[src/rtl/mci_consts.svh]
// Management controller constants
// Widths, counts and reset values shared by the design

`ifndef MCI_CONSTS_SVH
`define MCI_CONSTS_SVH

// Bus and register widths
`define MCI_DATA_W 32
`define MCI_ADDR_W 8

// State encoding widths
`define MCI_BOOT_ST_W 3
`define MCI_WDT_ST_W 2

// MCU reset hold counter, wraps after 16 cycles
`define MCI_RST_CNT_W 4

// Watchdog periods out of reset
`define MCI_WDT_PERIOD_DEFAULT 32'hFFFF_FFFF

`endif
[src/rtl/mci_reg_pkg.sv]
// Management controller register map package
// Register offsets and the error status type

`include "mci_consts.svh"

package mci_reg_pkg;

    // Byte offsets, also the bus opcodes
    typedef enum logic [`MCI_ADDR_W-1:0] {
        BOOTFSM_GO         = 8'h00,
        CPTRA_BOOT_GO      = 8'h04,
        RESET_REQUEST      = 8'h08,
        BOOT_STATUS        = 8'h0C,
        WDT_T1_EN          = 8'h10,
        WDT_T1_CTRL        = 8'h14,
        WDT_T1_PERIOD      = 8'h18,
        WDT_T2_EN          = 8'h1C,
        WDT_T2_CTRL        = 8'h20,
        WDT_T2_PERIOD      = 8'h24,
        WDT_STATUS         = 8'h28,
        ERR_FATAL          = 8'h2C,
        ERR_FATAL_MASK     = 8'h30,
        ERR_NON_FATAL      = 8'h34,
        ERR_NON_FATAL_MASK = 8'h38,
        GENERIC_IN         = 8'h3C,
        GENERIC_OUT        = 8'h40,
        RESET_VECTOR       = 8'h44
    } mci_reg_addr_e;

    // Sticky error word with its mask, a set mask bit hides the error
    typedef struct packed {
        logic [`MCI_DATA_W-1:0] status;
        logic [`MCI_DATA_W-1:0] mask;
    } mci_err_regs_t;

endpackage

[src/rtl/mci_pkg.sv]
// Management controller control package
// State encodings of the boot sequencer and the watchdog

`include "mci_consts.svh"

package mci_pkg;

    ////////////////////
    // Boot sequencer
    ////////////////////
    typedef enum logic [`MCI_BOOT_ST_W-1:0] {
        BOOT_IDLE     = 3'd0,
        BOOT_LCC      = 3'd1,
        BOOT_FUSE     = 3'd2,
        BOOT_BRKPOINT = 3'd3,
        BOOT_MCU_RST  = 3'd4,
        BOOT_DONE     = 3'd5
    } mci_boot_state_e;

    ////////////////////
    // Watchdog
    ////////////////////
    // T2 only runs after an unserviced T1 timeout
    typedef enum logic [`MCI_WDT_ST_W-1:0] {
        WDT_IDLE  = 2'd0,
        WDT_T1    = 2'd1,
        WDT_T2    = 2'd2,
        WDT_FATAL = 2'd3
    } mci_wdt_state_e;

endpackage

[src/rtl/mci_ctrl_ifs.sv]
// Management controller control interfaces
// Boot control and watchdog control between the register bank and the engines

`timescale 1ns/1ps
`include "mci_consts.svh"

// Boot pulses down, sequencer state up
interface mci_boot_if
    import mci_pkg::*;
();
    logic            bootfsm_go;
    logic            cptra_boot_go;
    logic            mcu_rst_req;
    mci_boot_state_e state;
    logic            mcu_reset_once;

    modport reg_side (
        output bootfsm_go, cptra_boot_go, mcu_rst_req,
        input  state, mcu_reset_once
    );

    modport seqr_side (
        input  bootfsm_go, cptra_boot_go, mcu_rst_req,
        output state, mcu_reset_once
    );
endinterface

// Timer controls down, timeout pulses up
interface mci_wdt_if ();
    logic                   t1_en;
    logic                   t2_en;
    logic                   t1_restart;
    logic                   t2_restart;
    logic [`MCI_DATA_W-1:0] t1_period;
    logic [`MCI_DATA_W-1:0] t2_period;
    logic                   t1_serviced;
    logic                   t2_serviced;
    logic                   t1_timeout_p;
    logic                   t2_timeout_p;

    modport reg_side (
        output t1_en, t2_en, t1_restart, t2_restart, t1_period, t2_period,
        output t1_serviced, t2_serviced,
        input  t1_timeout_p, t2_timeout_p
    );

    modport wdt_side (
        input  t1_en, t2_en, t1_restart, t2_restart, t1_period, t2_period,
        input  t1_serviced, t2_serviced,
        output t1_timeout_p, t2_timeout_p
    );
endinterface

[src/rtl/mci_top.sv]
// Management controller top level
// Register bank, boot sequencer and watchdog joined by the control interfaces

`timescale 1ns/1ps
`include "mci_consts.svh"

module mci_top (
    input  logic                   clk,
    input  logic                   rst_n_i,

    // Register bus
    input  logic                   req_dv_i,
    input  logic                   req_write_i,
    input  logic [`MCI_ADDR_W-1:0] req_addr_i,
    input  logic [`MCI_DATA_W-1:0] req_wdata_i,
    output logic [`MCI_DATA_W-1:0] rsp_rdata_o,
    output logic                   rsp_error_o,

    // Boot handshakes and resets
    input  logic                   lc_done_i,
    output logic                   lc_init_o,
    input  logic                   fc_opt_done_i,
    output logic                   fc_opt_init_o,
    input  logic                   boot_brkpoint_i,
    output logic                   mcu_rst_b_o,
    output logic                   cptra_rst_b_o,

    // Errors
    input  logic [`MCI_DATA_W-1:0] agg_error_fatal_i,
    input  logic [`MCI_DATA_W-1:0] agg_error_non_fatal_i,
    output logic                   all_error_fatal_o,
    output logic                   all_error_non_fatal_o,

    // Generic wires and reset vector
    input  logic [`MCI_DATA_W-1:0] generic_input_i,
    output logic [`MCI_DATA_W-1:0] generic_output_o,
    input  logic [`MCI_DATA_W-1:0] strap_mcu_reset_vector_i,
    output logic [`MCI_DATA_W-1:0] mcu_reset_vector_o,

    // MCU interrupts
    output logic                   mci_intr_o,
    output logic                   nmi_intr_o
);

    mci_boot_if boot_if ();
    mci_wdt_if  wdt_if ();

    // Port names match the top level, connect by name
    mci_reg_block u_reg_block (.*);

    mci_boot_seqr u_boot_seqr (.*);

    mci_wdt u_wdt (.*);

endmodule

[src/rtl/mci_wdt.sv]
// Cascaded watchdog
// Timer 1 raises an interrupt, timer 2 runs on an unserviced timeout
// and raises the fatal timeout

`timescale 1ns/1ps
`include "mci_consts.svh"

module mci_wdt
    import mci_pkg::*;
(
    input  logic         clk,
    input  logic         rst_n_i,
    mci_wdt_if.wdt_side  wdt_if
);

    mci_wdt_state_e         state_q;
    mci_wdt_state_e         state_d;
    logic [`MCI_DATA_W-1:0] t1_cnt_q;
    logic [`MCI_DATA_W-1:0] t2_cnt_q;
    logic                   t1_hit;
    logic                   t2_hit;

    assign t1_hit = (state_q == WDT_T1) && wdt_if.t1_en && (t1_cnt_q == wdt_if.t1_period);
    assign t2_hit = (state_q == WDT_T2) && wdt_if.t2_en && (t2_cnt_q == wdt_if.t2_period);

    always_comb begin
        state_d = state_q;
        case (state_q)
            WDT_IDLE: begin
                if (wdt_if.t1_en) begin
                    state_d = WDT_T1;
                end
            end
            WDT_T1: begin
                if (!wdt_if.t1_en) begin
                    state_d = WDT_IDLE;
                end else if (t1_hit) begin
                    state_d = WDT_T2;
                end
            end
            WDT_T2: begin
                // Service of timer 1 rearms the first stage
                if (wdt_if.t1_serviced) begin
                    state_d = WDT_T1;
                end else if (t2_hit) begin
                    state_d = WDT_FATAL;
                end
            end
            default: begin
                if (wdt_if.t2_serviced) begin
                    state_d = WDT_IDLE;
                end
            end
        endcase
    end

    // Counters only advance while staying in their own stage
    always_ff @(posedge clk) begin
        if (!rst_n_i) begin
            state_q  <= WDT_IDLE;
            t1_cnt_q <= '0;
            t2_cnt_q <= '0;
        end else begin
            state_q <= state_d;
            if ((state_q == WDT_T1) && (state_d == WDT_T1) && !wdt_if.t1_restart) begin
                t1_cnt_q <= t1_cnt_q + 1'b1;
            end else begin
                t1_cnt_q <= '0;
            end
            if ((state_q == WDT_T2) && (state_d == WDT_T2) && wdt_if.t2_en
                && !wdt_if.t2_restart) begin
                t2_cnt_q <= t2_cnt_q + 1'b1;
            end else begin
                t2_cnt_q <= '0;
            end
        end
    end

    assign wdt_if.t1_timeout_p = t1_hit;
    assign wdt_if.t2_timeout_p = t2_hit;

endmodule

[src/rtl/mci_boot_seqr.sv]
// Boot sequencer
// Walks lifecycle and fuse init, an optional breakpoint, then releases
// the MCU and Caliptra resets; also runs requested MCU resets

`timescale 1ns/1ps
`include "mci_consts.svh"

module mci_boot_seqr
    import mci_pkg::*;
(
    input  logic           clk,
    input  logic           rst_n_i,
    input  logic           lc_done_i,
    output logic           lc_init_o,
    input  logic           fc_opt_done_i,
    output logic           fc_opt_init_o,
    input  logic           boot_brkpoint_i,
    output logic           mcu_rst_b_o,
    output logic           cptra_rst_b_o,
    mci_boot_if.seqr_side  boot_if
);

    mci_boot_state_e           state_q;
    mci_boot_state_e           state_d;
    logic [`MCI_RST_CNT_W-1:0] rst_cnt_q;

    ////////////////////
    // Next state
    ////////////////////
    always_comb begin
        state_d = state_q;
        case (state_q)
            BOOT_IDLE: begin
                state_d = BOOT_LCC;
            end
            BOOT_LCC: begin
                if (lc_done_i) begin
                    state_d = BOOT_FUSE;
                end
            end
            BOOT_FUSE: begin
                if (fc_opt_done_i) begin
                    state_d = boot_brkpoint_i ? BOOT_BRKPOINT : BOOT_DONE;
                end
            end
            BOOT_BRKPOINT: begin
                if (boot_if.bootfsm_go) begin
                    state_d = BOOT_DONE;
                end
            end
            BOOT_DONE: begin
                if (boot_if.mcu_rst_req) begin
                    state_d = BOOT_MCU_RST;
                end
            end
            BOOT_MCU_RST: begin
                // Leave once the counter is about to wrap
                if (&rst_cnt_q) begin
                    state_d = BOOT_DONE;
                end
            end
            default: begin
                state_d = BOOT_IDLE;
            end
        endcase
    end

    ////////////////////
    // State and reset outputs
    ////////////////////
    always_ff @(posedge clk) begin
        if (!rst_n_i) begin
            state_q                <= BOOT_IDLE;
            rst_cnt_q              <= '0;
            mcu_rst_b_o            <= 1'b0;
            cptra_rst_b_o          <= 1'b0;
            boot_if.mcu_reset_once <= 1'b0;
        end else begin
            state_q     <= state_d;
            rst_cnt_q   <= (state_q == BOOT_MCU_RST) ? rst_cnt_q + 1'b1 : '0;
            mcu_rst_b_o <= (state_q == BOOT_DONE);
            // Caliptra stays out of reset once released
            if ((state_q == BOOT_DONE) && boot_if.cptra_boot_go) begin
                cptra_rst_b_o <= 1'b1;
            end
            if ((state_q == BOOT_MCU_RST) && (state_d == BOOT_DONE)) begin
                boot_if.mcu_reset_once <= 1'b1;
            end
        end
    end

    // Init requests follow the state directly
    assign lc_init_o     = (state_q == BOOT_LCC);
    assign fc_opt_init_o = (state_q == BOOT_FUSE);
    assign boot_if.state = state_q;

endmodule

[src/rtl/mci_reg_block.sv]
// Management controller register bank
// Decodes the register bus, keeps sticky error and watchdog status
// and turns writes into control pulses

`timescale 1ns/1ps
`include "mci_consts.svh"

module mci_reg_block
    import mci_reg_pkg::*;
(
    input  logic                   clk,
    input  logic                   rst_n_i,
    input  logic                   req_dv_i,
    input  logic                   req_write_i,
    input  logic [`MCI_ADDR_W-1:0] req_addr_i,
    input  logic [`MCI_DATA_W-1:0] req_wdata_i,
    output logic [`MCI_DATA_W-1:0] rsp_rdata_o,
    output logic                   rsp_error_o,
    input  logic [`MCI_DATA_W-1:0] agg_error_fatal_i,
    input  logic [`MCI_DATA_W-1:0] agg_error_non_fatal_i,
    output logic                   all_error_fatal_o,
    output logic                   all_error_non_fatal_o,
    input  logic [`MCI_DATA_W-1:0] generic_input_i,
    output logic [`MCI_DATA_W-1:0] generic_output_o,
    input  logic [`MCI_DATA_W-1:0] strap_mcu_reset_vector_i,
    output logic [`MCI_DATA_W-1:0] mcu_reset_vector_o,
    output logic                   mci_intr_o,
    output logic                   nmi_intr_o,
    mci_boot_if.reg_side           boot_if,
    mci_wdt_if.reg_side            wdt_if
);

    mci_reg_addr_e          addr;
    logic                   addr_hit;
    logic                   wr_en;
    logic [`MCI_DATA_W-1:0] rd_data;
    logic [1:0]             wdt_status_q;
    mci_err_regs_t          err_fatal_q;
    mci_err_regs_t          err_non_fatal_q;

    // W1C on status, plain write on mask, new errors always win
    function automatic mci_err_regs_t err_next(
        input mci_err_regs_t          cur,
        input logic [`MCI_DATA_W-1:0] agg,
        input logic                   wr_status,
        input logic                   wr_mask,
        input logic [`MCI_DATA_W-1:0] wdata
    );
        mci_err_regs_t nxt;
        nxt = cur;
        if (wr_status) begin
            nxt.status = nxt.status & ~wdata;
        end
        if (wr_mask) begin
            nxt.mask = wdata;
        end
        nxt.status = nxt.status | agg;
        return nxt;
    endfunction

    ////////////////////
    // Decode and read mux
    ////////////////////
    assign addr  = mci_reg_addr_e'(req_addr_i);
    assign wr_en = req_dv_i && req_write_i && addr_hit;

    always_comb begin
        addr_hit = 1'b1;
        rd_data  = '0;
        case (addr)
            BOOT_STATUS: begin
                rd_data[2:0] = boot_if.state;
                rd_data[8]   = boot_if.mcu_reset_once;
            end
            WDT_T1_EN:          rd_data[0]   = wdt_if.t1_en;
            WDT_T1_PERIOD:      rd_data      = wdt_if.t1_period;
            WDT_T2_EN:          rd_data[0]   = wdt_if.t2_en;
            WDT_T2_PERIOD:      rd_data      = wdt_if.t2_period;
            WDT_STATUS:         rd_data[1:0] = wdt_status_q;
            ERR_FATAL:          rd_data      = err_fatal_q.status;
            ERR_FATAL_MASK:     rd_data      = err_fatal_q.mask;
            ERR_NON_FATAL:      rd_data      = err_non_fatal_q.status;
            ERR_NON_FATAL_MASK: rd_data      = err_non_fatal_q.mask;
            GENERIC_IN:         rd_data      = generic_input_i;
            GENERIC_OUT:        rd_data      = generic_output_o;
            RESET_VECTOR:       rd_data      = mcu_reset_vector_o;
            // Pulse registers read as zero
            BOOTFSM_GO, CPTRA_BOOT_GO, RESET_REQUEST, WDT_T1_CTRL, WDT_T2_CTRL: begin
                rd_data = '0;
            end
            default:            addr_hit     = 1'b0;
        endcase
    end

    ////////////////////
    // Register state
    ////////////////////
    always_ff @(posedge clk) begin
        if (!rst_n_i) begin
            boot_if.bootfsm_go    <= 1'b0;
            boot_if.cptra_boot_go <= 1'b0;
            boot_if.mcu_rst_req   <= 1'b0;
            wdt_if.t1_en          <= 1'b0;
            wdt_if.t2_en          <= 1'b0;
            wdt_if.t1_restart     <= 1'b0;
            wdt_if.t2_restart     <= 1'b0;
            wdt_if.t1_period      <= `MCI_WDT_PERIOD_DEFAULT;
            wdt_if.t2_period      <= `MCI_WDT_PERIOD_DEFAULT;
            wdt_if.t1_serviced    <= 1'b0;
            wdt_if.t2_serviced    <= 1'b0;
            wdt_status_q          <= 2'b00;
            err_fatal_q           <= '0;
            err_non_fatal_q       <= '0;
            generic_output_o      <= '0;
            mcu_reset_vector_o    <= strap_mcu_reset_vector_i;
            rsp_error_o           <= 1'b0;
        end else begin
            // One-cycle pulses, any written value triggers
            boot_if.bootfsm_go    <= wr_en && (addr == BOOTFSM_GO);
            boot_if.cptra_boot_go <= wr_en && (addr == CPTRA_BOOT_GO);
            boot_if.mcu_rst_req   <= wr_en && (addr == RESET_REQUEST);
            wdt_if.t1_restart     <= wr_en && (addr == WDT_T1_CTRL);
            wdt_if.t2_restart     <= wr_en && (addr == WDT_T2_CTRL);
            wdt_if.t1_serviced    <= wr_en && (addr == WDT_STATUS) && req_wdata_i[0];
            wdt_if.t2_serviced    <= wr_en && (addr == WDT_STATUS) && req_wdata_i[1];

            if (wr_en) begin
                case (addr)
                    WDT_T1_EN:     wdt_if.t1_en       <= req_wdata_i[0];
                    WDT_T1_PERIOD: wdt_if.t1_period   <= req_wdata_i;
                    WDT_T2_EN:     wdt_if.t2_en       <= req_wdata_i[0];
                    WDT_T2_PERIOD: wdt_if.t2_period   <= req_wdata_i;
                    GENERIC_OUT:   generic_output_o   <= req_wdata_i;
                    RESET_VECTOR:  mcu_reset_vector_o <= req_wdata_i;
                    default:       ;
                endcase
            end

            // T1 timeout is W1C, the NMI bit holds until reset
            wdt_status_q[0] <= (wdt_status_q[0]
                                && !(wr_en && (addr == WDT_STATUS) && req_wdata_i[0]))
                               || wdt_if.t1_timeout_p;
            wdt_status_q[1] <= wdt_status_q[1] || wdt_if.t2_timeout_p;

            err_fatal_q <= err_next(err_fatal_q, agg_error_fatal_i,
                                    wr_en && (addr == ERR_FATAL),
                                    wr_en && (addr == ERR_FATAL_MASK), req_wdata_i);
            err_non_fatal_q <= err_next(err_non_fatal_q, agg_error_non_fatal_i,
                                        wr_en && (addr == ERR_NON_FATAL),
                                        wr_en && (addr == ERR_NON_FATAL_MASK), req_wdata_i);

            rsp_error_o <= req_dv_i && !addr_hit;
        end
    end

    // Read data lands one cycle after the access
    always_ff @(posedge clk) begin
        if (req_dv_i && !req_write_i) begin
            rsp_rdata_o <= rd_data;
        end
    end

    ////////////////////
    // Interrupts
    ////////////////////
    assign all_error_fatal_o     = |(err_fatal_q.status & ~err_fatal_q.mask);
    assign all_error_non_fatal_o = |(err_non_fatal_q.status & ~err_non_fatal_q.mask);
    assign mci_intr_o            = wdt_status_q[0];
    assign nmi_intr_o            = wdt_status_q[1];

endmodule

[config.mk]
export PLATFORM = sky130hd
export DESIGN_NAME = mci_top
export DESIGN_NICKNAME = d
export VERILOG_FILES = /design/src/rtl/mci_reg_pkg.sv /design/src/rtl/mci_pkg.sv /design/src/rtl/mci_ctrl_ifs.sv /design/src/rtl/mci_top.sv /design/src/rtl/mci_wdt.sv /design/src/rtl/mci_boot_seqr.sv /design/src/rtl/mci_reg_block.sv
export VERILOG_INCLUDE_DIRS = /design/src /design/src/rtl
export SDC_FILE = /design/constraint.sdc
export NUM_CORES = 1
export LEC_CHECK = 0
export BUFFER_PORTS_ARGS = -buffer_cell sky130_fd_sc_hd__buf_4
export CAP_MARGIN = 40
export CORE_ASPECT_RATIO = 1.2
export CORE_MARGIN = 2
export CORE_UTILIZATION = 44
export CTS_BUF_LIST = sky130_fd_sc_hd__clkbuf_4
export DETAILED_ROUTE_END_ITERATION = 10
export SYNTH_ARGS = -nofsm -noshare
export SYNTH_HDL_FRONTEND = slang
export SYNTH_SLANG_ARGS = --single-unit
[constraint.sdc]
create_clock -name clk -period 3.9 [get_ports clk]
set_clock_uncertainty 0.15 [all_clocks]
set_input_delay 0.195 -clock clk [delete_from_list [all_inputs] [get_ports clk]]
set_output_delay 0.195 -clock clk [all_outputs]
set_load 0.02 [all_outputs]
# Yosys cells after proc, flatten, opt, wreduce, memory -nomap -nowiden
# Cells that the tools add are included.
[word_totals] register_bits=376 output_inout_bits=105 in_bits=175
[classes] n_mux=28 n_reduce_logical=51 addsub=3 n_eq_ne=31 bitwise=9
[op_table] operator="32-bit 2-to-1 mux" n=7
[op_table] operator="23-bit case mux with 9 select lines" n=1
[op_table] operator="32-bit bitwise AND" n=4
[op_table] operator="32-bit NOT" n=3
[op_table] operator="32-bit by 1-bit adder with 32-bit output (second input constant)" n=2
[op_table] operator="32-bit equality test" n=2
[op_table] operator="8-bit by 6-bit equality test with 1-bit output (second input constant)" n=8
[op_table] operator="32-bit OR" n=2
[op_table] operator="32-bit OR reduction" n=2
[op_table] operator="5-bit case mux with 9 select lines" n=1
[op_table] operator="8-bit by 5-bit equality test with 1-bit output (second input constant)" n=4
[op_table] operator="1-bit logical AND" n=28
[op_table] operator="1-bit case mux with 10 select lines" n=2
[op_table] operator="3-bit 2-to-1 mux" n=6
[op_table] operator="3-bit case mux with 6 select lines" n=1
[op_table] operator="2-bit AND reduction" n=9
[op_table] operator="18-bit OR reduction" n=1
[op_table] operator="8-bit by 4-bit equality test with 1-bit output (second input constant)" n=2
[op_table] operator="8-bit by 7-bit equality test with 1-bit output (second input constant)" n=2
[op_table] operator="1-bit case mux with 13 select lines" n=1
[op_table] operator="2-bit 2-to-1 mux" n=6
[op_table] operator="1-bit case mux with 11 select lines" n=1
[op_table] operator="3-bit equality test (second input constant)" n=3
[op_table] operator="8-bit by 3-bit equality test with 1-bit output (second input constant)" n=1
[op_table] operator="other kinds (14)" n=23

# Depth between registers and ports, before layout
# Gate-level depths: netlist of the first run.
[depth] word_depth=11 mapped_depth=9 ltp_nobuf=7

# Cells and area by module
# From an unflattened synthesis of the first run, not the netlist that was laid out.
[hier_totals] hier_cells=2039 area_unflattened_um2=18471.5
[by_module_without_submodules] mod="mci_reg_block" n_inst=1 cells_each=1573 area_each_um2=14131.1 seq_area_each_um2=6646.4
[by_module_without_submodules] mod="mci_wdt" n_inst=1 cells_each=420 area_each_um2=3888.7 seq_area_each_um2=1321.3
[by_module_without_submodules] mod="mci_boot_seqr" n_inst=1 cells_each=46 area_each_um2=451.7 seq_area_each_um2=200.2

# Least setup slack after synthesis of the first run
# No wires, ideal clock.
[synth_timing] path_type="input -> register" start="input port req_addr_i[3]" end="register u_reg_block.mcu_reset_vector_o[0] (enable)" path_slack_ps=1358 n_path_buf=3 arrival_ps=2003 stages=7 path_cell_list="buf_2 nor4b_2 and2_1 clkbuf_1 buf_2 nand2_1 nand2_1"
[synth_via] elab_chain_len=6 word_cells_on_any_way=24
[synth_lines] element="start, declared" line="mci_top.sv:14" source="input logic [`MCI_ADDR_W-1:0] req_addr_i,"
[synth_lines] element="8-bit by 4-bit equality test with 1-bit output (tied with other cells)" line="mci_reg_block.sv:70" source="case (addr)"
[synth_lines] element="18-bit OR reduction (no source line)"
[synth_lines] element="1-bit 2-to-1 mux" line="mci_reg_block.sv:70"
[synth_lines] element="1-bit logical AND" line="mci_reg_block.sv:65" source="assign wr_en = req_dv_i && req_write_i && addr_hit;"
[synth_lines] element="2-bit by 1-bit inequality test with 1-bit output (no source line)"
[synth_lines] element="2-bit AND reduction (no source line) *"
[synth_lines] element="end signal, assigned" line="mci_reg_block.sv:115" source="mcu_reset_vector_o <= strap_mcu_reset_vector_i;"
[synth_lines] element="end signal, assigned" line="mci_reg_block.sv:134" source="RESET_VECTOR: mcu_reset_vector_o <= req_wdata_i;"
[synth_lines] element="end, declared" line="mci_reg_block.sv:26" source="output logic [`MCI_DATA_W-1:0] mcu_reset_vector_o,"
# Mark *: on every way between the ends. The rest lies on a longest branch, timed or not.
# A chain may end at the register's enable or synchronous reset.

# Final worst setup path of the first run
[layout_timing] start="input port req_addr_i[2]" end="register u_reg_block.err_fatal_q[38] (netlist bit)"
[layout_via] elab_chain_len=8 word_cells_on_any_way=25
[layout_lines] element="8-bit by 4-bit equality test with 1-bit output (tied with other cells)" line="mci_reg_block.sv:70"
[layout_lines] element="18-bit OR reduction (no source line)"
[layout_lines] element="1-bit 2-to-1 mux" line="mci_reg_block.sv:70"
[layout_lines] element="1-bit logical AND" line="mci_reg_block.sv:65"
[layout_lines] element="1-bit logical AND *" line="mci_reg_block.sv:146" source="wr_en && (addr == ERR_FATAL),"
[layout_lines] element="32-bit 2-to-1 mux *" line="mci_reg_block.sv:51" source="if (wr_status) begin"
[layout_lines] element="32-bit 2-to-1 mux *" line="mci_reg_block.sv:99" source="if (!rst_n_i) begin"
[layout_lines] element="32-bit OR *" line="mci_reg_block.sv:57" source="nxt.status = nxt.status | agg;"
[layout_lines] element="end signal, assigned" line="mci_reg_block.sv:145" source="err_fatal_q <= err_next(err_fatal_q, agg_error_fatal_i,"
[layout_lines] element="end, declared" line="mci_reg_block.sv:38" source="mci_err_regs_t err_fatal_q;"
# Mark *: on every way between the ends. The rest lies on a longest branch, timed or not. The select of a mux whose other input is x is not followed.

==> results of run 1 <==
==> through the flow <==
stage	worst slack (ns)	instance area (um2)	std cells	power [W]	hold WS, ns
after floorplan	1.36	17800	2061	0.00451	0.159
after CTS	0.372	25300	3315	0.00885	0.0125
after global routing	0.0664	25300	3316	0.00916	0.0562
after detailed placement	1.13	20200	2754	0.00492	0.277
final	0.0998	25300	3316	0.00888	0.0726
after global placement	1.12	20200	2751	0.00491	0.270
==> state kept, by name (all words and copies together) (netlist names), 2 cells and up <==
name,flops
u_reg_block.rsp_rdata_o,32
u_reg_block.mcu_reset_vector_o,32
u_reg_block.err_non_fatal_q,64
u_wdt.t1_cnt_q,32
u_wdt.t2_cnt_q,32
u_boot_seqr.rst_cnt_q,4
u_reg_block.generic_output_o,32
u_reg_block.err_fatal_q,64
u_boot_seqr.boot_if.state,3
u_reg_block.wdt_if.t1_period,32
u_reg_block.wdt_if.t2_period,32
u_wdt.state_q,2
u_reg_block.wdt_status_q,2
==> path summary, 6_finish.rpt <==
check / from / cells after the start / slack [ns] / to
worst max-delay path: req_addr_i[2] / 11 / 0.1 / u_reg_block.err_fatal_q[38]$_SDFF_PN0_
worst min register to register: u_boot_seqr.rst_cnt_q[0]$_SDFF_PN0_ / 1 / 0.29 / u_boot_seqr.rst_cnt_q[0]$_SDFF_PN0_
worst min-delay path: strap_mcu_reset_vector_i[26] / 3 / 0.07 / u_reg_block.mcu_reset_vector_o[26]$_DFFE_PP_
worst max register to register: u_reg_block.wdt_if.t2_period[27]$_SDFFE_PN1P_ / 6 / 1.16 / u_wdt.t2_cnt_q[22]$_SDFF_PN0_
==> layout by cell type, fill, tap and decap left out, types with 13 or more instances in the layout <==
| cell type | n |
|---|---|
| nand2_1 | 438 |
| dlygate4sd3_1 | 376 |
| dfxtp_1 | 312 |
| buf_4 | 311 |
| clkbuf_4 | 165 |
| nand3_1 | 138 |
| nor2_1 | 111 |
| a21oi_1 | 78 |
| a21boi_0 | 75 |
| inv_1 | 74 |
| nor2b_1 | 72 |
| xor2_1 | 66 |
| edfxtp_1 | 64 |
| a22oi_1 | 55 |
| xnor2_1 | 55 |
| o22ai_1 | 38 |
| mux2i_1 | 33 |
| mux2_2 | 33 |
| nor4_1 | 23 |
| a21boi_1 | 22 |
| a22o_1 | 20 |
| nor3_1 | 19 |
| nand4_1 | 19 |
| o221ai_1 | 15 |
| a221oi_1 | 14 |
| a211o_1 | 13 |
| clkinv_1 | 13 |
==> critical path, stage by stage <==
cell and delay [ns]:
dlygate4sd3_1 0.54, buf_4 0.21, buf_4 0.60, nand2_1 0.48, nor3_4 0.26, buf_4 0.49
nand2_1 0.14, a21oi_1 0.18, dlygate4sd3_1 0.58, nor2b_1 0.05, dlygate4sd3_1 0.57
==> kinds of logic after synthesis <==
kind of cell,count (synthesis)
multiplexers,66
buffers and inverters,231
flip-flops,376
AND/OR/NAND/NOR,900
adder cells (fa/ha/maj),3
AO/OA/AOI/OAI,364
XOR/XNOR,121
==> final cells by class <==
type	count	area, um2	share of cell area, %
inverters	74	278	1.10
repair buffers	693	6200	24.5
clock inverters	20	83.8	0.331
multi-input cells	1454	8700	34.3
flip-flops and latches	376	8170	32.2
clock buffers	165	1240	4.89
well taps	533	667	2.63
diodes	1	2.50	0.00988
==> power by group <==
group	switching, W	internal [W]	leakage [nW]
clock	0.00178	0.00190	0.804
combinational	0.000480	0.000574	6.21
sequential	0.000106	0.00405	3.16
==> layer usage <==
metal / vias up / GRT usage (%)
met5: - / 0
met1: 9014 / 44.7
met4: 0 / 19.5
met2: 1089 / 59.0
met3: 217 / 7.15
li1: 8454 / -
==> timing repair <==
item | 4_1_cts | 5_1_grt
hold buffers | 376 | 0
buffers inserted | 0 | 0
endpoints found under the setup margin | 0 | 0
hold endpoints to repair | 344 | 0
==> impl_metrics.csv, run 1 <==
group,metric,value,unit
logic_synthesis,syn-num-nets,2239,
placement,hpwl,51.2,mm
detailed_routing,drt-wirelength-per-cell,23.3,um
final_layout,fillerInstances,3334,
detailed_routing,wl,77.2,mm
detailed_routing,drt-met1-wl,30.2,mm
status,outcome,"finished, final reports clean",
logic_synthesis,synth_simple_gate_area_share,23.8,%
floorplan,floorplan.initialDensity,44.6,%
clock_tree,clkSinkCount,376,
timing,setup_violations,0,
final_layout,post-route-util,63.6,%
logic_synthesis,synth.area.top_cells,"dfxtp_1, edfxtp_1, nand2_1",
floorplan,die_w,188,um
hold_path,hold_class,"in2reg",
detailed_routing,ant_nets,0,
timing,period_needed,3.80,ns
logic_synthesis,synth_top_family_by_area,"simple AND/OR/NAND/NOR gates",
logic_synthesis,syn_inst,2061,
logic_synthesis,netlist_top_cells_count,"nand2_1, dfxtp_1, nand3_1, nor2_1, clkbuf_1",
logic_synthesis,synth_ff_type,"dfxtp_1",
grt,grt_pass1_wl,114,mm
logic_synthesis,synth_top_area_share,35.1,%
detailed_routing,route.met2.wl,36.4,mm
clock_tree,tritoncts,"yes",
detailed_routing,top_layer_used,"met4",
setup_path,crit_path_end_kind,"flip-flop",
job,maxCapViolCount,0,
floorplan,core-area,0.0398,mm2
timing,relSlewSlack,34.0,%
power_and_ir_drop,power.leakage,10.2,nW
clock_tree,post_cts_resized,0,
timing,tightest_slew,0.981,ns
clock_tree,ctsHtreeMaxLevel,3,
detailed_routing,drt_drc_violations_left,0,
timing,rsz0062_at_grt,"no",
final_layout,drive_above_1_share,19.9,%
power_and_ir_drop,ir_worst_vdd,0.000244,V
logic_synthesis,synth_edf_count,64,
logic_synthesis,ys_seq_area_share,45.9,%
placement,gp_congestion,0.970,
logic_synthesis,synthAdderAreaFrac,0.211,%
logic_synthesis,synth-seq-cells,376,
grt,grt_start_max_net_pins,134,
floorplan,die_h,224,um
setup_path,cp-start-kind,"input pin",
logic_synthesis,ys_async_sr_fraction,0,%
clock_tree,clock-root-buffer,"clkbuf_4",
final_layout,syn_to_final_growth,42.5,%
grt,grtUsageTotal,36.0,%
detailed_routing,vias,18800,
logic_synthesis,synth_mux_area_share,3.95,%
logic_synthesis,syn_avg_cell_area,8.63,um2
floorplan,rows,80,
logic_synthesis,yosysMostFrequentCell,"nand2_1",
grt,antenna_found_initial,1,
timing,period_share,97.4,%
setup_path,path_max_fanout,39,
setup_path,cp_data_arrival_time,4.34,ns
logic_synthesis,synth_warnings,0,
clock_tree,cts.path.max_buffers,3,
grt,grt_pass1_vias,18900,
logic_synthesis,synth_xor_area_share,5.96,%
power_and_ir_drop,power_per_cell_area,351,mW/mm2
clock_tree,clock_latency,0.86,ns
detailed_routing,drtIter0Drc,1850,
logic_synthesis,synth_top_area_cell,"dfxtp_1",
setup_path,worstPathRequired,4.44,ns
timing,final_hold_viol_count,0,
timing,drv_slew,0,
timing,fmax,0.263,GHz
final_layout,nets,2878,
setup_path,crit_type,"in2reg",
grt,grt.overflow.total,0,
logic_synthesis,yosysUniqueCellTypes,66,
floorplan,dieArea,0.0421,mm2
detailed_routing,drtPass1Iterations,5,
clock_tree,clk_pin_slew,0.07,ns
timing,fin_setup_tns,0,ns
clock_tree,cts_buffers,101,
detailed_routing,wl_met3,6.74,mm
logic_synthesis,synth_compound_area_share,14.6,%
placement,portBuffers,279,
detailed_routing,vias_per_cell,5.66,
logic_synthesis,syn_area,0.0178,mm2
floorplan,ios,280,
(Power assumes the default switching activity.)
==> run 2: changes to the inputs <==
--- a/config.mk
+++ b/config.mk
@@ -6,11 +6,12 @@
 export SDC_FILE = /design/constraint.sdc
 export NUM_CORES = 1
 export LEC_CHECK = 0
+export ABC_AREA = 1
 export BUFFER_PORTS_ARGS = -buffer_cell sky130_fd_sc_hd__buf_4
 export CAP_MARGIN = 40
 export CORE_ASPECT_RATIO = 1.2
 export CORE_MARGIN = 2
-export CORE_UTILIZATION = 44
+export CORE_UTILIZATION = 40
 export CTS_BUF_LIST = sky130_fd_sc_hd__clkbuf_4
 export DETAILED_ROUTE_END_ITERATION = 10
 export SYNTH_ARGS = -nofsm -noshare
==> impl_metrics.csv, run 2 <==
group,metric,value,unit
logic_synthesis,ys_seq_area_share,47.1,%
setup_path,cp_common_cell,"dlygate4sd3_1",
final_layout,final_common_cell,"nand2_1",
logic_synthesis,netlist_top_cells_count,"nand2_1, dfxtp_1, nor2_1, inv_1, a21oi_1",
grt,antenna_found_initial,2,
timing,setup_violations,0,
final_layout,finalNonFillerCells,3567,
clock_tree,clock_latency,0.84,ns
logic_synthesis,synth-seq-cells,376,
clock_tree,clk_pin_slew,0.08,ns
final_layout,drive_above_1_share,16.8,%
setup_path,crit_path_top_delay_cell,"dlygate4sd3_1",
power_and_ir_drop,p_sw_share,26.0,%
detailed_routing,drtIter0Drc,2141,
timing,final_hold_viol_count,0,
detailed_routing,wl_met3,7.21,mm
logic_synthesis,yosysUniqueCellTypes,42,
grt,grt_pass1_wl,112,mm
setup_path,cp-start-kind,"input pin",
floorplan,die_w,194,um
placement,gp_congestion,0.980,
detailed_routing,vias,19500,
grt,grt_start_max_net_pins,93,
logic_synthesis,synth_warnings,0,
final_layout,fillerInstances,3914,
detailed_routing,drtPass1Iterations,6,
timing,fmax,0.256,GHz
timing,setup_slack,0.000769,ns
hold_path,hold_class,"in2reg",
grt,grtUsageTotal,32.6,%
setup_path,crit_chain,"dlygate4sd3_1, buf_4, inv_1, nand2_1, dlygate4sd3_1, nor2_1, nand2_1, clkinv_4, buf_12, nand4_1, a21oi_1, dlygate4sd3_1, nor2_1, dlygate4sd3_1",
power_and_ir_drop,p_int,0.00647,W
power_and_ir_drop,ir_worst_vdd,0.000223,V
timing,hold_slack,0.0670,ns
timing,period_share,100,%
power_and_ir_drop,p_seq_share,47.2,%
placement,dp_cells,3007,
floorplan,floorplan.initialDensity,40.5,%
logic_synthesis,syn_area,0.0173,mm2
clock_tree,ctsHtreeMaxLevel,3,
detailed_routing,route.met2.wl,34.1,mm
logic_synthesis,synth_edf_count,64,
detailed_routing,top_layer_used,"met4",
setup_path,critPathMaxStageDelay,0.62,ns
logic_synthesis,syn-num-nets,2454,
final_layout,mostFrequentLayoutCells,"nand2_1, dlygate4sd3_1, dfxtp_1",
setup_path,path_max_fanout,38,
timing,drv_slew,0,
timing,fin_setup_tns,0,ns
final_layout,syn_to_final_growth,44.5,%
setup_path,cpLargestDelayFamily,"buffers and inverters",
logic_synthesis,ys_async_sr_fraction,0,%
setup_path,crit_type,"in2reg",
logic_synthesis,synth_top_area_cell,"dfxtp_1",
logic_synthesis,syn_avg_cell_area,7.62,um2
power_and_ir_drop,p_clk_share,41.0,%
floorplan,die_h,232,um
job,maxCapViolCount,0,
detailed_routing,drt_drc_violations_left,0,
floorplan,dieArea,0.0451,mm2
logic_synthesis,synth.area.top_cells,"dfxtp_1, edfxtp_1, nand2_1",
floorplan,core-area,0.0428,mm2
power_and_ir_drop,power.leakage,10.2,nW
clock_tree,tritoncts,"yes",
detailed_routing,drt-wirelength-per-cell,21.0,um
detailed_routing,wl,74.9,mm
clock_tree,clock-root-buffer,"clkbuf_4",
clock_tree,cts_buffers,98,
final_layout,nets,3113,
logic_synthesis,synth_ff_type,"dfxtp_1",
floorplan,rows,83,
setup_path,worstPathRequired,4.44,ns
placement,hpwl,51.0,mm
power_and_ir_drop,p_comb_share,11.8,%
timing,relSlewSlack,44.6,%
clock_tree,clkSinkCount,376,
timing,tightest_slew,0.830,ns
logic_synthesis,synth_top_area_share,36.0,%
timing,period_needed,3.90,ns
final_layout,top_regs,"u_reg_block.err_fatal_q (64), u_reg_block.err_non_fatal_q (64)",
clock_tree,cts.path.max_buffers,3,
status,outcome,"finished, final reports clean",
logic_synthesis,syn_inst,2276,
detailed_routing,ant_nets,0,
detailed_routing,vias_per_cell,5.46,
logic_synthesis,yosysMostFrequentCell,"nand2_1",
placement,portBuffers,279,
setup_path,crit_path_end_kind,"flip-flop",
detailed_routing,drt-met1-wl,30.4,mm
placement,place_worst_setup_slack,0.943,ns
setup_path,cp_data_arrival_time,4.44,ns
power_and_ir_drop,netSwitchingPower,0.00227,W
grt,grt_pass1_vias,19100,
setup_path,critPathBufInv,8,
grt,grt.overflow.total,0,
floorplan,ios,280,
power_and_ir_drop,power_per_cell_area,349,mW/mm2
## run 2: logic make-up after synthesis
logic type	Yosys count	synth area share (%)
flops	376	47.1
fa+ha+maj	3	0.216
buf+inv	377	8.34
compound gates	472	15.8
simple gates	950	23.7
xor+xnor	98	4.95
## run 2: cell type report
class                      instances  area, um2  area share, %
antenna                            3       7.51         0.0299
clock buffer                     159       1190           4.76
clock inverter                    18        104          0.414
inverter                         245        927           3.70
multi-input combinational       1523       7770           31.0
sequential                       376       8170           32.6
tap                              552        691           2.76
timing repair buffer             691       6210           24.8
## run 2: path summary, 6_finish.rpt
| kind | depth (start not counted) | endpoint | slack (ns) | startpoint |
|---|---|---|---|---|
| worst max register to register | 10 | u_wdt.t1_cnt_q[28]$_SDFF_PN0_ | 1.41 | u_wdt.t1_cnt_q[0]$_SDFF_PN0_ |
| worst max-delay path | 14 | u_reg_block.err_fatal_q[54]$_SDFF_PN0_ | 0.0008 | req_addr_i[7] |
| worst min-delay path | 5 | u_reg_block.mcu_reset_vector_o[1]$_DFFE_PP_ | 0.07 | req_addr_i[6] |
| worst min register to register | 1 | u_boot_seqr.cptra_rst_b_o$_SDFFE_PN0P_ | 0.30 | u_reg_block.boot_if.cptra_boot_go$_SDFF_PN0_ |
## run 2: through the flow
stage	instance area, um2	util, %	power, W
5_1_grt	25100	58.6	0.00907
6_report	25100	58.6	0.00874
3_5_place_dp	19900	46.6	0.00488
2_1_floorplan	17300	-	0.00446
3_3_place_gp	19900	46.4	0.00486
4_1_cts	25000	58.4	0.00875
## run 2: power by group through the flow
stage / Combinational, W / Sequential (W) / Clock (W)
floorplan: 0.000226 / 0.00423 / 0
global placement: 0.000655 / 0.00421 / 0
detailed placement: 0.000668 / 0.00421 / 0
CTS: 0.000987 / 0.00412 / 0.00364
global route: 0.00108 / 0.00413 / 0.00386
finish: 0.00103 / 0.00413 / 0.00358
## run 2: per-layer routing
layer | vias up | global-route usage [%]
li1 | 9042 | -
met4 | 0 | 16.0
met2 | 1088 | 51.7
met1 | 9128 | 42.0
met3 | 210 | 7.12
met5 | - | 0
## run 2: worst reg2reg max path, cell delays in order, from the launching register on
cell	delay, ns
dfxtp_1	0.41
ha_1	0.21
nand3_1	0.12
nor2_1	0.19
nand2_1	0.15
nor2_1	0.17
nand3b_1	0.21
nor3_1	0.31
nand2_1	0.12
or2_2	0.28
a21oi_1	0.14
## run 2: what timing repair did
action | CTS | global route
endpoints found under the setup margin | 0 | 13
hold endpoints to repair | 348 | 0
buffers inserted | 0 | 5
gates resized for setup | 0 | 9
hold buffers | 375 | 0
==> run 3: changes to the inputs <==
==> constraint.sdc (replaced) <==
create_clock -name clk -period 4 [get_ports clk]
set_clock_uncertainty 0.15 [all_clocks]
set_input_delay 0.2 -clock clk [delete_from_list [all_inputs] [get_ports clk]]
set_output_delay 0.2 -clock clk [all_outputs]
set_load 0.02 [all_outputs]
==> impl_metrics.csv, run 3 (synthesized netlist as in run 2, its figures left out) <==
group,metric,value,unit
clock_tree,cts.path.max_buffers,3,
setup_path,crit_chain,"dlygate4sd3_1, buf_4, inv_1, nand2_1, dlygate4sd3_1, nor3_1, nand2_1, nand2_1, nor2_2, nand3_4, buf_12, nand4_1, a21oi_1, dlygate4sd3_1, nor2_1, dlygate4sd3_1",
detailed_routing,drtIter0Drc,1757,
hold_path,hold_class,"in2reg",
setup_path,crit_type,"in2reg",
grt,grt_start_max_net_pins,79,
final_layout,syn_to_final_growth,44.8,%
clock_tree,tritoncts,"yes",
job,maxCapViolCount,0,
setup_path,crit_path_end_kind,"flip-flop",
clock_tree,clk_pin_slew,0.07,ns
detailed_routing,ant_nets,0,
placement,gp_congestion,0.974,
placement,portBuffers,279,
clock_tree,ctsHtreeMaxLevel,3,
detailed_routing,vias,19600,
timing,period_share,93.7,%
grt,grt.overflow.total,0,
floorplan,die_w,194,um
clock_tree,cts_buffers,98,
setup_path,ff2ff_setup_slack,1.48,ns
floorplan,core-area,0.0428,mm2
timing,tightest_slew,0.875,ns
placement,hpwl,51.0,mm
detailed_routing,wl,75.3,mm
grt,grt_pass1_vias,19300,
detailed_routing,drt-wirelength-per-cell,21.0,um
setup_path,cp-start-kind,"input pin",
hold_path,hold_depth,4,
clock_tree,clock-root-buffer,"clkbuf_4",
clock_tree,clock_latency,0.83,ns
timing,rsz0062_at_grt,"no",
power_and_ir_drop,power.leakage,10.2,nW
setup_path,cp_data_arrival_time,4.29,ns
floorplan,floorplan.initialDensity,40.5,%
setup_path,crit_path_top_delay_cell,"dlygate4sd3_1",
grt,antenna_found_initial,4,
final_layout,nets,3119,
grt,grt_pass1_wl,111,mm
grt,grtUsageTotal,32.1,%
timing,drv_slew,0,
setup_path,cp_common_cell,"dlygate4sd3_1",
final_layout,drive_above_1_share,16.3,%
timing,setup_violations,0,
status,outcome,"finished, final reports clean",
setup_path,critPathMaxStageDelay,0.59,ns
power_and_ir_drop,power_per_cell_area,337,mW/mm2
final_layout,top_regs,"u_reg_block.err_fatal_q (64), u_reg_block.err_non_fatal_q (64)",
final_layout,final_common_cell,"nand2_1",
setup_path,worstPathRequired,4.55,ns
timing,fin_setup_tns,0,ns
setup_path,path_max_fanout,19,
timing,period_needed,3.75,ns
floorplan,rows,83,
power_and_ir_drop,ir_worst_vdd,0.000203,V
setup_path,r2r-end,"u_wdt.t2_cnt_q[27]$_SDFF_PN0_",
setup_path,ff2ff_path_depth,10,
clock_tree,cts_setup_buffers,0,
timing,final_hold_viol_count,0,
floorplan,dieArea,0.0451,mm2
setup_path,r2r_start,"u_wdt.t2_cnt_q[2]$_SDFF_PN0_",
timing,fmax,0.267,GHz
detailed_routing,vias_per_cell,5.47,
floorplan,die_h,232,um
floorplan,ios,280,
hold_path,hold_end,"u_reg_block.rsp_rdata_o[11]$_DFFE_PP_",
detailed_routing,drtPass1Iterations,6,
clock_tree,clkSinkCount,376,
final_layout,mostFrequentLayoutCells,"nand2_1, dlygate4sd3_1, dfxtp_1",
timing,relSlewSlack,41.7,%
detailed_routing,drt_drc_violations_left,0,
hold_path,hold_start,"generic_input_i[11]",
timing,hold_slack,0.122,ns
-- run 3: area by class of cell --
type	count	area [um2]
antenna	5	12.5
clock buffer	152	1140
clock inverter	27	130
fill	3872	17700
inverter	245	922
multi-input combinational	1525	7790
sequential	376	8170
tap	552	691
timing repair buffer	695	6270
-- run 3: layer usage --
| layer | GRT usage [%] | share of wire (%) |
|---|---|---|
| met3 | 6.71 | 8.9 |
| met4 | 15.9 | 4.6 |
| met1 | 40.5 | 41 |
| met2 | 52.3 | 46 |
| met5 | 0 | 0 |
-- run 3: repair_timing --
action                                 4_1_cts  5_1_grt
endpoints found under the hold margin      348        3
gates resized for setup                      0        6
hold buffers                               386        1
setup endpoints to repair                    0       16
-- run 3: through the flow --
| step | cells | power (W) | util [%] | worst slack [ns] | cell area [um2] |
|---|---|---|---|---|---|
| 2_1_floorplan | 2276 | 0.00434 | - | 0.808 | 17300 |
| 3_3_place_gp | 3003 | 0.00475 | 46.5 | 1.11 | 19900 |
| 3_5_place_dp | 3005 | 0.00476 | 46.6 | 1.03 | 19900 |
| 5_1_grt | 3576 | 0.00876 | 58.7 | 0.0900 | 25100 |
| 6_report | 3577 | 0.00847 | 58.7 | 0.252 | 25100 |
| 4_1_cts | 3570 | 0.00846 | 58.6 | 0.0555 | 25100 |
-- run 3: worst max path at each step --
stage	startpoint	to	slack, ns	cells past startpoint
5_1_grt	req_addr_i[6]	u_reg_block.err_non_fatal_q[43]$_SDFF_PN0_	0.09	16
2_1_floorplan	req_addr_i[4]	u_reg_block.mcu_reset_vector_o[0]$_DFFE_PP_	0.81	9
4_1_cts	req_addr_i[4]	u_reg_block.err_fatal_q[37]$_SDFF_PN0_	0.06	17
6_report	req_addr_i[6]	u_reg_block.err_non_fatal_q[43]$_SDFF_PN0_	0.25	16
3_3_place_gp	req_addr_i[6]	u_reg_block.err_fatal_q[17]$_SDFFE_PN0P_	1.11	14
3_5_place_dp	req_addr_i[6]	u_reg_block.err_fatal_q[2]$_SDFFE_PN0P_	1.03	14
-- run 3: report_power, final --
part	internal [W]	switching [W]	total, W
clock network	0.00179	0.00165	0.00344
registers	0.00394	0.0000877	0.00403
logic	0.000518	0.000488	0.00101
total	0.00625	0.00223	0.00847
-- run 3: worst max-delay path: cells and delay by family --
family | cells | cell delay, ns
AND/OR/NAND/NOR | 8 | 1.20
AO/OA/AOI/OAI | 1 | 0.17
buffers and inverters | 7 | 2.70
